File: src/rtl/exu_pkg.sv
`default_nettype none

package exu_pkg;

	localparam int xlen = 32;
	localparam int reg_addr_width = 5;
	localparam int beat_bytes = 8;
	localparam int beat_width = beat_bytes * 8;
	localparam int beat_offset_width = $clog2(beat_bytes);

	typedef enum logic [3:0] {
		alu_add,
		alu_sub,
		alu_and,
		alu_or,
		alu_xor,
		alu_sll,
		alu_srl,
		alu_sra,
		alu_slt,
		alu_sltu,
		alu_eq,
		alu_ne,
		alu_ge,
		alu_geu
	} alu_op_t;

	typedef enum logic [3:0] {
		mem_none,
		mem_lb,
		mem_lbu,
		mem_lh,
		mem_lhu,
		mem_lw,
		mem_sb,
		mem_sh,
		mem_sw
	} mem_op_t;

	typedef enum logic [1:0] {
		jump_none,
		jump_jal,
		jump_jalr
	} jump_kind_t;

	// one memory beat, as byte lanes or as two words
	typedef union packed {
		logic [beat_bytes-1:0][7:0] lanes;
		logic [1:0][xlen-1:0] halves;
	} beat_u;

	// read FSM states
	localparam logic [1:0] rd_idle = 2'd0;
	localparam logic [1:0] rd_addr = 2'd1;
	localparam logic [1:0] rd_data = 2'd2;
	localparam logic [1:0] rd_second = 2'd3;

	// write FSM states
	localparam logic [2:0] wr_idle = 3'd0;
	localparam logic [2:0] wr_addr = 3'd1;
	localparam logic [2:0] wr_data = 3'd2;
	localparam logic [2:0] wr_resp = 3'd3;
	localparam logic [2:0] wr_second = 3'd4;

	function automatic logic is_load(mem_op_t op);
		return op inside {mem_lb, mem_lbu, mem_lh, mem_lhu, mem_lw};
	endfunction

	function automatic logic is_store(mem_op_t op);
		return op inside {mem_sb, mem_sh, mem_sw};
	endfunction

endpackage

`default_nettype wire

File: src/rtl/exu_alu.sv
`default_nettype none

module exu_alu (
	input wire exu_pkg::alu_op_t alu_op,
	input wire [exu_pkg::xlen-1:0] src1,
	input wire [exu_pkg::xlen-1:0] src2,
	output logic [exu_pkg::xlen-1:0] result
);
	import exu_pkg::*;

	logic [$clog2(xlen)-1:0] shamt;
	logic lt;
	logic ltu;
	logic eq;

	assign shamt = src2[$clog2(xlen)-1:0];
	assign lt = $signed(src1) < $signed(src2);
	assign ltu = src1 < src2;
	assign eq = src1 == src2;

	always_comb begin
		case (alu_op)
			alu_add: result = src1 + src2;
			alu_sub: result = src1 - src2;
			alu_and: result = src1 & src2;
			alu_or: result = src1 | src2;
			alu_xor: result = src1 ^ src2;
			alu_sll: result = src1 << shamt;
			alu_srl: result = src1 >> shamt;
			alu_sra: result = $signed(src1) >>> shamt;
			// compares land in bit 0
			alu_slt: result = {{(xlen-1){1'b0}}, lt};
			alu_sltu: result = {{(xlen-1){1'b0}}, ltu};
			alu_eq: result = {{(xlen-1){1'b0}}, eq};
			alu_ne: result = {{(xlen-1){1'b0}}, !eq};
			alu_ge: result = {{(xlen-1){1'b0}}, !lt};
			alu_geu: result = {{(xlen-1){1'b0}}, !ltu};
			default: result = '0;
		endcase
	end

endmodule

`default_nettype wire

File: src/rtl/store_align.sv
`default_nettype none

module store_align (
	input wire exu_pkg::mem_op_t mem_op,
	input wire [exu_pkg::xlen-1:0] addr,
	input wire [exu_pkg::xlen-1:0] store_data,
	input wire second_beat,
	output logic [exu_pkg::xlen-1:0] awaddr,
	output logic [exu_pkg::beat_width-1:0] wdata,
	output logic [exu_pkg::beat_bytes-1:0] wstrb,
	output logic need_second_wr
);
	import exu_pkg::*;

	logic [beat_offset_width-1:0] offset;
	logic [beat_offset_width-1:0] size;
	logic [xlen/8-1:0][7:0] st_bytes;
	logic [xlen-1:0] base;
	beat_u wdata_beat;

	assign offset = addr[beat_offset_width-1:0];
	assign st_bytes = store_data;
	assign base = {addr[xlen-1:beat_offset_width], {beat_offset_width{1'b0}}};
	assign awaddr = second_beat ? base + xlen'(beat_bytes) : base;

	always_comb begin
		case (mem_op)
			mem_sb: size = 1;
			mem_sh: size = 2;
			mem_sw: size = 4;
			default: size = 0;
		endcase
	end

	// crossing into the next beat
	assign need_second_wr = ({1'b0, offset} + {1'b0, size}) > (beat_offset_width+1)'(beat_bytes);

	// pos is the byte position over both beats, rel the store byte it carries
	always_comb begin
		logic [beat_offset_width:0] pos;
		logic [beat_offset_width:0] rel;
		wdata_beat = '0;
		wstrb = '0;
		for (int i = 0; i < beat_bytes; i++) begin
			pos = (beat_offset_width+1)'(i) + (second_beat ? (beat_offset_width+1)'(beat_bytes) : '0);
			rel = pos - {1'b0, offset};
			if (pos >= {1'b0, offset} && rel < {1'b0, size}) begin
				wdata_beat.lanes[i] = st_bytes[rel[1:0]];
				wstrb[i] = 1'b1;
			end
		end
	end

	assign wdata = wdata_beat;

endmodule

`default_nettype wire

File: src/rtl/load_align.sv
`default_nettype none

module load_align (
	input wire clock,
	input wire reset,
	input wire exu_pkg::mem_op_t mem_op,
	input wire [exu_pkg::xlen-1:0] addr,
	input wire second_beat,
	input wire capture_beat,
	input wire [exu_pkg::beat_width-1:0] rdata,
	output logic [exu_pkg::xlen-1:0] araddr,
	output logic need_second_rd,
	output logic [exu_pkg::xlen-1:0] load_data
);
	import exu_pkg::*;

	logic [beat_offset_width-1:0] offset;
	logic [beat_offset_width-1:0] size;
	logic [xlen-1:0] base;
	beat_u beat_lo;
	beat_u beat_hi;
	logic [beat_width+xlen-1:0] window;
	logic [beat_width+xlen-1:0] shifted;
	logic [xlen-1:0] raw;

	assign offset = addr[beat_offset_width-1:0];
	assign base = {addr[xlen-1:beat_offset_width], {beat_offset_width{1'b0}}};
	assign araddr = second_beat ? base + xlen'(beat_bytes) : base;

	always_comb begin
		case (mem_op)
			mem_lb, mem_lbu: size = 1;
			mem_lh, mem_lhu: size = 2;
			mem_lw: size = 4;
			default: size = 0;
		endcase
	end

	assign need_second_rd = ({1'b0, offset} + {1'b0, size}) > (beat_offset_width+1)'(beat_bytes);

	always_ff @(posedge clock) begin
		if (reset) begin
			beat_lo <= '0;
			beat_hi <= '0;
		end else if (capture_beat) begin
			if (second_beat) begin
				beat_hi <= rdata;
			end else begin
				beat_lo <= rdata;
			end
		end
	end

	// a load never reaches past the low word of the upper beat
	assign window = {beat_hi.halves[0], beat_lo};
	assign shifted = window >> {offset, 3'b000};
	assign raw = shifted[xlen-1:0];

	always_comb begin
		case (mem_op)
			mem_lb: load_data = {{(xlen-8){raw[7]}}, raw[7:0]};
			mem_lbu: load_data = {{(xlen-8){1'b0}}, raw[7:0]};
			mem_lh: load_data = {{(xlen-16){raw[15]}}, raw[15:0]};
			mem_lhu: load_data = {{(xlen-16){1'b0}}, raw[15:0]};
			default: load_data = raw;
		endcase
	end

endmodule

`default_nettype wire

File: src/rtl/result_select.sv
`default_nettype none

module result_select (
	input wire done,
	input wire [exu_pkg::reg_addr_width-1:0] rd,
	input wire rf_wen_field,
	input wire exu_pkg::mem_op_t mem_op,
	input wire exu_pkg::jump_kind_t jump,
	input wire cond_branch,
	input wire [exu_pkg::xlen-1:0] branch_target,
	input wire [exu_pkg::xlen-1:0] pc,
	input wire [exu_pkg::xlen-1:0] alu_result,
	input wire [exu_pkg::xlen-1:0] load_data,
	output logic nextpc_valid,
	output logic nextpc_taken,
	output logic [exu_pkg::xlen-1:0] nextpc,
	output logic rf_wen,
	output logic [exu_pkg::reg_addr_width-1:0] rf_waddr,
	output logic [exu_pkg::xlen-1:0] rf_wdata
);
	import exu_pkg::*;

	logic cond_taken;

	// branch compare result sits in alu bit 0
	assign cond_taken = cond_branch && alu_result[0];
	assign nextpc_taken = (jump != jump_none) || cond_taken;
	assign nextpc_valid = done;

	always_comb begin
		if (jump == jump_jal) begin
			nextpc = alu_result;
		end else if (jump == jump_jalr) begin
			nextpc = {alu_result[xlen-1:1], 1'b0};
		end else if (cond_taken) begin
			nextpc = branch_target;
		end else begin
			nextpc = '0;
		end
	end

	assign rf_wen = done && rf_wen_field;
	assign rf_waddr = rd;

	// link address on jumps
	assign rf_wdata = (jump != jump_none) ? pc + xlen'(4) :
		is_load(mem_op) ? load_data : alu_result;

endmodule

`default_nettype wire

File: src/rtl/exu_ctrl.sv
`default_nettype none

module exu_ctrl (
	input wire clock,
	input wire reset,
	input wire in_valid,
	input wire exu_pkg::alu_op_t in_alu_op,
	input wire [exu_pkg::xlen-1:0] in_src1,
	input wire [exu_pkg::xlen-1:0] in_src2,
	input wire [exu_pkg::reg_addr_width-1:0] in_rd,
	input wire in_rf_wen,
	input wire exu_pkg::mem_op_t in_mem_op,
	input wire [exu_pkg::xlen-1:0] in_store_data,
	input wire [exu_pkg::xlen-1:0] in_pc,
	input wire exu_pkg::jump_kind_t in_jump,
	input wire in_cond_branch,
	input wire [exu_pkg::xlen-1:0] in_branch_target,
	input wire need_second_rd,
	input wire need_second_wr,
	input wire arready,
	input wire rvalid,
	input wire awready,
	input wire wready,
	input wire bvalid,
	output exu_pkg::alu_op_t alu_op,
	output logic [exu_pkg::xlen-1:0] src1,
	output logic [exu_pkg::xlen-1:0] src2,
	output logic [exu_pkg::reg_addr_width-1:0] rd,
	output logic rf_wen_field,
	output exu_pkg::mem_op_t mem_op,
	output logic [exu_pkg::xlen-1:0] store_data,
	output logic [exu_pkg::xlen-1:0] pc,
	output exu_pkg::jump_kind_t jump,
	output logic cond_branch,
	output logic [exu_pkg::xlen-1:0] branch_target,
	output logic second_beat,
	output logic capture_beat,
	output logic allowin,
	output logic done,
	output logic arvalid,
	output logic rready,
	output logic awvalid,
	output logic wvalid,
	output logic bready
);
	import exu_pkg::*;

	logic stage_valid;
	logic finish;
	logic mem_access;
	logic r_fire;
	logic b_fire;
	logic last_r;
	logic last_b;
	logic [1:0] rd_state;
	logic [1:0] rd_next;
	logic [2:0] wr_state;
	logic [2:0] wr_next;

	assign mem_access = is_load(mem_op) || is_store(mem_op);
	// non-memory ops finish in their first cycle in the stage
	assign done = stage_valid && (!mem_access || finish);
	assign allowin = !stage_valid || done;

	assign r_fire = rready && rvalid;
	assign b_fire = bready && bvalid;
	assign last_r = r_fire && (!need_second_rd || second_beat);
	assign last_b = b_fire && (!need_second_wr || second_beat);
	assign capture_beat = r_fire;

	always_ff @(posedge clock) begin
		if (reset) begin
			stage_valid <= 1'b0;
		end else if (allowin) begin
			stage_valid <= in_valid;
		end
	end

	always_ff @(posedge clock) begin
		if (in_valid && allowin) begin
			alu_op <= in_alu_op;
			src1 <= in_src1;
			src2 <= in_src2;
			rd <= in_rd;
			rf_wen_field <= in_rf_wen;
			mem_op <= in_mem_op;
			store_data <= in_store_data;
			pc <= in_pc;
			jump <= in_jump;
			cond_branch <= in_cond_branch;
			branch_target <= in_branch_target;
		end
	end

	// set on the last handshake, completion follows one cycle later
	always_ff @(posedge clock) begin
		if (reset || done) begin
			finish <= 1'b0;
		end else if (last_r || last_b) begin
			finish <= 1'b1;
		end
	end

	always_ff @(posedge clock) begin
		if (reset || done) begin
			second_beat <= 1'b0;
		end else if ((r_fire && !last_r) || (b_fire && !last_b)) begin
			second_beat <= 1'b1;
		end
	end

	always_comb begin
		rd_next = rd_state;
		case (rd_state)
			rd_idle: begin
				if (stage_valid && is_load(mem_op) && !finish) begin
					rd_next = rd_addr;
				end
			end
			rd_addr: begin
				if (arready) begin
					rd_next = rd_data;
				end
			end
			rd_data: begin
				if (r_fire) begin
					rd_next = last_r ? rd_idle : rd_second;
				end
			end
			rd_second: rd_next = rd_addr;
			default: rd_next = rd_idle;
		endcase
	end

	always_comb begin
		wr_next = wr_state;
		case (wr_state)
			wr_idle: begin
				if (stage_valid && is_store(mem_op) && !finish) begin
					wr_next = wr_addr;
				end
			end
			wr_addr: begin
				if (awready) begin
					wr_next = wr_data;
				end
			end
			wr_data: begin
				if (wready) begin
					wr_next = wr_resp;
				end
			end
			wr_resp: begin
				if (b_fire) begin
					wr_next = last_b ? wr_idle : wr_second;
				end
			end
			wr_second: wr_next = wr_addr;
			default: wr_next = wr_idle;
		endcase
	end

	always_ff @(posedge clock) begin
		if (reset) begin
			rd_state <= rd_idle;
			wr_state <= wr_idle;
		end else begin
			rd_state <= rd_next;
			wr_state <= wr_next;
		end
	end

	// channel handshakes straight from the state registers
	assign arvalid = rd_state == rd_addr;
	assign rready = rd_state == rd_data;
	assign awvalid = wr_state == wr_addr;
	assign wvalid = wr_state == wr_data;
	assign bready = wr_state == wr_resp;

endmodule

`default_nettype wire

File: src/rtl/exu_top.sv
`default_nettype none

module exu_top (
	input wire clock,
	input wire reset,
	input wire in_valid,
	input wire exu_pkg::alu_op_t in_alu_op,
	input wire [exu_pkg::xlen-1:0] in_src1,
	input wire [exu_pkg::xlen-1:0] in_src2,
	input wire [exu_pkg::reg_addr_width-1:0] in_rd,
	input wire in_rf_wen,
	input wire exu_pkg::mem_op_t in_mem_op,
	input wire [exu_pkg::xlen-1:0] in_store_data,
	input wire [exu_pkg::xlen-1:0] in_pc,
	input wire exu_pkg::jump_kind_t in_jump,
	input wire in_cond_branch,
	input wire [exu_pkg::xlen-1:0] in_branch_target,
	output logic allowin,
	output logic nextpc_valid,
	output logic nextpc_taken,
	output logic [exu_pkg::xlen-1:0] nextpc,
	output logic rf_wen,
	output logic [exu_pkg::reg_addr_width-1:0] rf_waddr,
	output logic [exu_pkg::xlen-1:0] rf_wdata,
	output logic awvalid,
	input wire awready,
	output logic [exu_pkg::xlen-1:0] awaddr,
	output logic wvalid,
	input wire wready,
	output logic [exu_pkg::beat_width-1:0] wdata,
	output logic [exu_pkg::beat_bytes-1:0] wstrb,
	input wire bvalid,
	output logic bready,
	output logic arvalid,
	input wire arready,
	output logic [exu_pkg::xlen-1:0] araddr,
	input wire rvalid,
	output logic rready,
	input wire [exu_pkg::beat_width-1:0] rdata
);
	import exu_pkg::*;

	alu_op_t alu_op;
	mem_op_t mem_op;
	jump_kind_t jump;
	logic [xlen-1:0] src1;
	logic [xlen-1:0] src2;
	logic [reg_addr_width-1:0] rd;
	logic rf_wen_field;
	logic [xlen-1:0] store_data;
	logic [xlen-1:0] pc;
	logic cond_branch;
	logic [xlen-1:0] branch_target;
	logic second_beat;
	logic capture_beat;
	logic done;
	logic need_second_rd;
	logic need_second_wr;
	logic [xlen-1:0] alu_result;
	logic [xlen-1:0] load_data;

	exu_ctrl u_ctrl (
		.clock(clock),
		.reset(reset),
		.in_valid(in_valid),
		.in_alu_op(in_alu_op),
		.in_src1(in_src1),
		.in_src2(in_src2),
		.in_rd(in_rd),
		.in_rf_wen(in_rf_wen),
		.in_mem_op(in_mem_op),
		.in_store_data(in_store_data),
		.in_pc(in_pc),
		.in_jump(in_jump),
		.in_cond_branch(in_cond_branch),
		.in_branch_target(in_branch_target),
		.need_second_rd(need_second_rd),
		.need_second_wr(need_second_wr),
		.arready(arready),
		.rvalid(rvalid),
		.awready(awready),
		.wready(wready),
		.bvalid(bvalid),
		.alu_op(alu_op),
		.src1(src1),
		.src2(src2),
		.rd(rd),
		.rf_wen_field(rf_wen_field),
		.mem_op(mem_op),
		.store_data(store_data),
		.pc(pc),
		.jump(jump),
		.cond_branch(cond_branch),
		.branch_target(branch_target),
		.second_beat(second_beat),
		.capture_beat(capture_beat),
		.allowin(allowin),
		.done(done),
		.arvalid(arvalid),
		.rready(rready),
		.awvalid(awvalid),
		.wvalid(wvalid),
		.bready(bready)
	);

	exu_alu u_alu (
		.alu_op(alu_op),
		.src1(src1),
		.src2(src2),
		.result(alu_result)
	);

	// the alu result doubles as the memory address
	store_align u_store_align (
		.mem_op(mem_op),
		.addr(alu_result),
		.store_data(store_data),
		.second_beat(second_beat),
		.awaddr(awaddr),
		.wdata(wdata),
		.wstrb(wstrb),
		.need_second_wr(need_second_wr)
	);

	load_align u_load_align (
		.clock(clock),
		.reset(reset),
		.mem_op(mem_op),
		.addr(alu_result),
		.second_beat(second_beat),
		.capture_beat(capture_beat),
		.rdata(rdata),
		.araddr(araddr),
		.need_second_rd(need_second_rd),
		.load_data(load_data)
	);

	result_select u_result_select (
		.done(done),
		.rd(rd),
		.rf_wen_field(rf_wen_field),
		.mem_op(mem_op),
		.jump(jump),
		.cond_branch(cond_branch),
		.branch_target(branch_target),
		.pc(pc),
		.alu_result(alu_result),
		.load_data(load_data),
		.nextpc_valid(nextpc_valid),
		.nextpc_taken(nextpc_taken),
		.nextpc(nextpc),
		.rf_wen(rf_wen),
		.rf_waddr(rf_waddr),
		.rf_wdata(rf_wdata)
	);

endmodule

`default_nettype wire

File: config.mk
export PLATFORM = sky130hd
export DESIGN_NAME = exu_top
export DESIGN_NICKNAME = d
export VERILOG_FILES = /design/src/rtl/exu_pkg.sv /design/src/rtl/exu_alu.sv /design/src/rtl/store_align.sv /design/src/rtl/load_align.sv /design/src/rtl/result_select.sv /design/src/rtl/exu_ctrl.sv /design/src/rtl/exu_top.sv
export SDC_FILE = /design/constraint.sdc
export NUM_CORES = 1
export LEC_CHECK = 0
export BUFFER_PORTS_ARGS = -buffer_cell sky130_fd_sc_hd__buf_2
export CORE_MARGIN = 10
export CORE_UTILIZATION = 35
export CTS_CLUSTER_DIAMETER = 80
export DETAILED_ROUTE_END_ITERATION = 7
export PLACE_DENSITY = 0.51
export SETUP_SLACK_MARGIN = 0.05
export SLEW_MARGIN = 20
export SYNTH_ARGS = -nofsm -noshare
export SYNTH_HDL_FRONTEND = slang
export SYNTH_SLANG_ARGS = --single-unit
File: constraint.sdc
create_clock -name clock -period 13.4 [get_ports clock]
set_input_delay 1.34 -clock clock [delete_from_list [all_inputs] [get_ports clock]]
set_output_delay 1.34 -clock clock [all_outputs]
set_load 0.05 [all_outputs]
==> impl_metrics.csv <==
group,metric,value,unit
run_status,status,"completed",
detailed_routing,first_pass_iters,6,
place,gp_congestion,1.001,
synth,ys_types,107,
global_routing,grt_overflow,0,
clocking,clock-sinks,273,
synth,ys_warn_count,0,
detailed_routing,viasPerCell,6.128,
layout,antenna_cells,0,
critical_path,crit_path_max_incr_delay,0.82,ns
place,port_buffers,456,
clocking,clk_latency,0.59,ns
min_path,holdCritPathClass,"reg2reg",
flow_run,drv_cap,0,
sta,tightestPinTransition,1.204,ns
die,die_w,287.5,um
layout,drive_gt1_share,21.71,%
layout,multi_input_area,0.01634,mm2
synth,synth_edf_count,177,
synth,ys_async_sr_fraction,0,%
critical_path,required,12.06,ns
global_routing,grt_pass1_vias,25723,
critical_path,critPathMostFrequentCell,"ha_1",
detailed_routing,wire_per_inst,29.68,um
layout,finalNetCount,3642,
layout,area_growth,17.12,%
detailed_routing,vias,25948,
global_routing,grt_max_degree,97,
critical_path,cpMaxStageDelayCell,"a221oi_2",
sta,finalCritPeriodShare,70.04,%
critical_path,path_cells,"buf_4 -> buf_4 -> clkinv_1 -> ha_1 -> a22o_1 -> a2bb2oi_1 -> o311ai_0 -> a211oi_1 -> o21a_1 -> nand3_4 -> ha_1 -> inv_2 -> ha_1 -> a21o_1 -> a221oi_2 -> and2_1 -> buf_2",
die,ios,463,
critical_path,critical_path.startpoint_type,"register",
synth,ys.flop_type,"edfxtp_1",
sta,report.final.slew_viol_count,0,
critical_path,arrival,8.05,ns
synth,syn_inst,2925,
sta,hold_violations,0,
layout,layoutNonFillerInstCount,4234,
critical_path,crit_family,"compound AO/OA/AOI/OAI gates",
die,placementRows,98,
global_routing,grtUsageTotal,28.92,%
clocking,h-tree-depth,2,
detailed_routing,ant_nets,0,
critical_path,worst-setup-path-type,"reg2out",
clocking,post-cts-setup-buffers,0,
sta,setup_violations,0,
place,dp.cells,4169,
synth,ys_ff_latch,273,
layout,regArea,0.007237,mm2
clocking,clkTransAtPathRegs,0.06,ns
sta,fin_tns_setup,0,ns
sta,slew_headroom,19.14,%
clocking,cts_tree,"built",
detailed_routing,drc,0,
global_routing,grt_pass1_wl,180000,um
clocking,post_cts_resized,0,
layout,utilization,41.17,%
pwr,leakage,12.18,nW
clocking,ctsRootBufferMaster,"clkbuf_16",
die,die-height,287.5,um
critical_path,crit_fanout,56,
sta,fin_skew,0.03155,ns
pwr,ir_drop,102.7,uV
synth,ys_seq_area_share,28.90,%
synth,netlist_area,0.02505,mm2
die,core_area,0.07124,mm2
synth,avgSynthCellArea,8.562,um2
critical_path,cp-end-kind,"output port",
sta,max_clock_freq,0.1066,GHz
detailed_routing,wl,125700,um
place,dpl.hpwl,97860,um
sta,grt_setup_unrepaired,"no",
die,initial_core_util,35.16,%
sta,post-route-min-period,9.385,ns
global_routing,antenna_found_initial,4,
pwr,power.density,122.9,mW/mm2
layout,nFillCells,7285,
detailed_routing,drtIter0Drc,2829,
clocking,cts_buffers,36,
die,die_area,0.08266,mm2
clocking,clockBufferDepth,3,
clocking,holdBufCountCts,0,
critical_path,cp_num_buf_inv,5,
-- layout make-up --
cell class	instances	area share [%]
clock inverter	20	1.075
sequential	273	24.67
multi-input combinational	2295	55.70
tap	950	4.052
inverter	127	1.625
clock buffer	45	3.357
timing repair buffer	524	9.521
-- cells in the final DEF, fill, tap and decap left out, drive strengths merged, types with 19 or more instances in the layout --
cell	instances
o221ai	19
mux4	43
mux2i	207
nor2b	32
edfxtp	177
nand2	379
mux2	30
dfxtp	96
a21o	34
and3	19
buf	524
o211ai	34
ha	131
o22ai	54
nor4	26
nor3	69
nor2	193
and2	74
nand4	20
xnor2	43
nand2b	23
nand3	66
a21oi	209
clkbuf	45
a22o	22
a31oi	47
o21ai	102
a221oi	33
a211oi	51
a22oi	30
xor2	34
inv	129
-- path summary, 6_finish.rpt --
path	from	to	slack, ns	cells after the start
worst max-delay path	u_ctrl.src2[0]	wdata[21]	4.01	17
worst min register to register	u_load_align.beat_lo[7]	u_load_align.beat_lo[7]	0.46	2
worst min-delay path	u_load_align.beat_lo[7]	u_load_align.beat_lo[7]	0.46	2
worst max register to register	u_ctrl.src2[0]	u_ctrl.rd_state[0]	6.33	19
-- power breakdown --
part | internal [mW] | switching, mW
Combinational | 0.432 | 1.12
Sequential | 0.943 | 0.0404
Clock | 0.647 | 0.423
-- through the flow --
| step | cell area, um2 | setup slack, ns | power [mW] | hold slack [ns] |
|---|---|---|---|---|
| global route | 29330 | 3.546 | 3.735 | 0.4791 |
| floorplan | 25060 | 3.972 | 2.060 | 0.4357 |
| global placement | 27990 | 4.940 | 2.525 | 0.4457 |
| CTS | 29320 | 4.006 | 3.614 | 0.4613 |
| finish | 29330 | 4.015 | 3.606 | 0.4624 |
| detailed placement | 28020 | 4.603 | 2.531 | 0.4548 |
-- synthesized netlist by cell type (51+ instances only) --
cell / instances / share of area, %
a211oi_1: 51 / 1.5
a21oi_1: 209 / 4.2
and2_1: 74 / 1.8
clkbuf_1: 123 / 1.8
dfxtp_1: 96 / 7.7
edfxtp_1: 177 / 21
ha_1: 131 / 6.5
inv_1: 121 / 1.8
mux2i_1: 207 / 8.3
nand2_1: 379 / 5.7
nand3_1: 65 / 1.3
nor2_1: 193 / 2.9
nor3_1: 67 / 1.3
o21ai_0: 97 / 1.9
o22ai_1: 54 / 1.3
-- tightest hold or removal path: cells and delay by family (launching register included) --
kind / cells / cell delay [ns]
AO/OA/AOI/OAI: 1 / 0.05
AND/OR/NAND/NOR: 1 / 0.05
flip-flops: 1 / 0.31
-- state kept, by name (all words and copies together), names as in the netlist --
name / flops
u_ctrl.alu_op: 4
u_ctrl.branch_target: 32
u_ctrl.cond_branch: 1
u_ctrl.finish: 1
u_ctrl.jump: 2
u_ctrl.mem_op: 4
u_ctrl.pc: 32
u_ctrl.rd: 5
u_ctrl.rd_state: 2
u_ctrl.rf_wen_field: 1
u_ctrl.second_beat: 1
u_ctrl.src1: 32
u_ctrl.src2: 32
u_ctrl.stage_valid: 1
u_ctrl.store_data: 32
u_ctrl.wr_state: 3
u_load_align.beat_hi: 24
u_load_align.beat_lo: 64
-- kinds of logic (layout without fill, tap and decap cells) --
family          after synthesis  count (layout)  share of synthesized area [%]
buf+inv                     362             716                          6.514
mux                         280             280                          13.73
xor+xnor                     77              77                          2.693
fa+ha+maj                   136             136                          6.944
compound gates              801             801                          21.77
other cells                   1               6                        0.01497
simple gates                995             995                          19.44
flops                       273             273                          28.90
-- routing by layer --
metal  routed length [um]  vias up  global-route usage (%)  part of all wire (%)
li1                     -    11520                       -                     -
met1                51780    12857                   37.09                    41
met2                58940     1319                   47.35                    47
met3                 8834      248                   4.652                   7.0
met4                 6098        4                   12.75                   4.9
met5                   16        -                       0                 0.013
No activity file was read; power rests on OpenSTA's default activity.
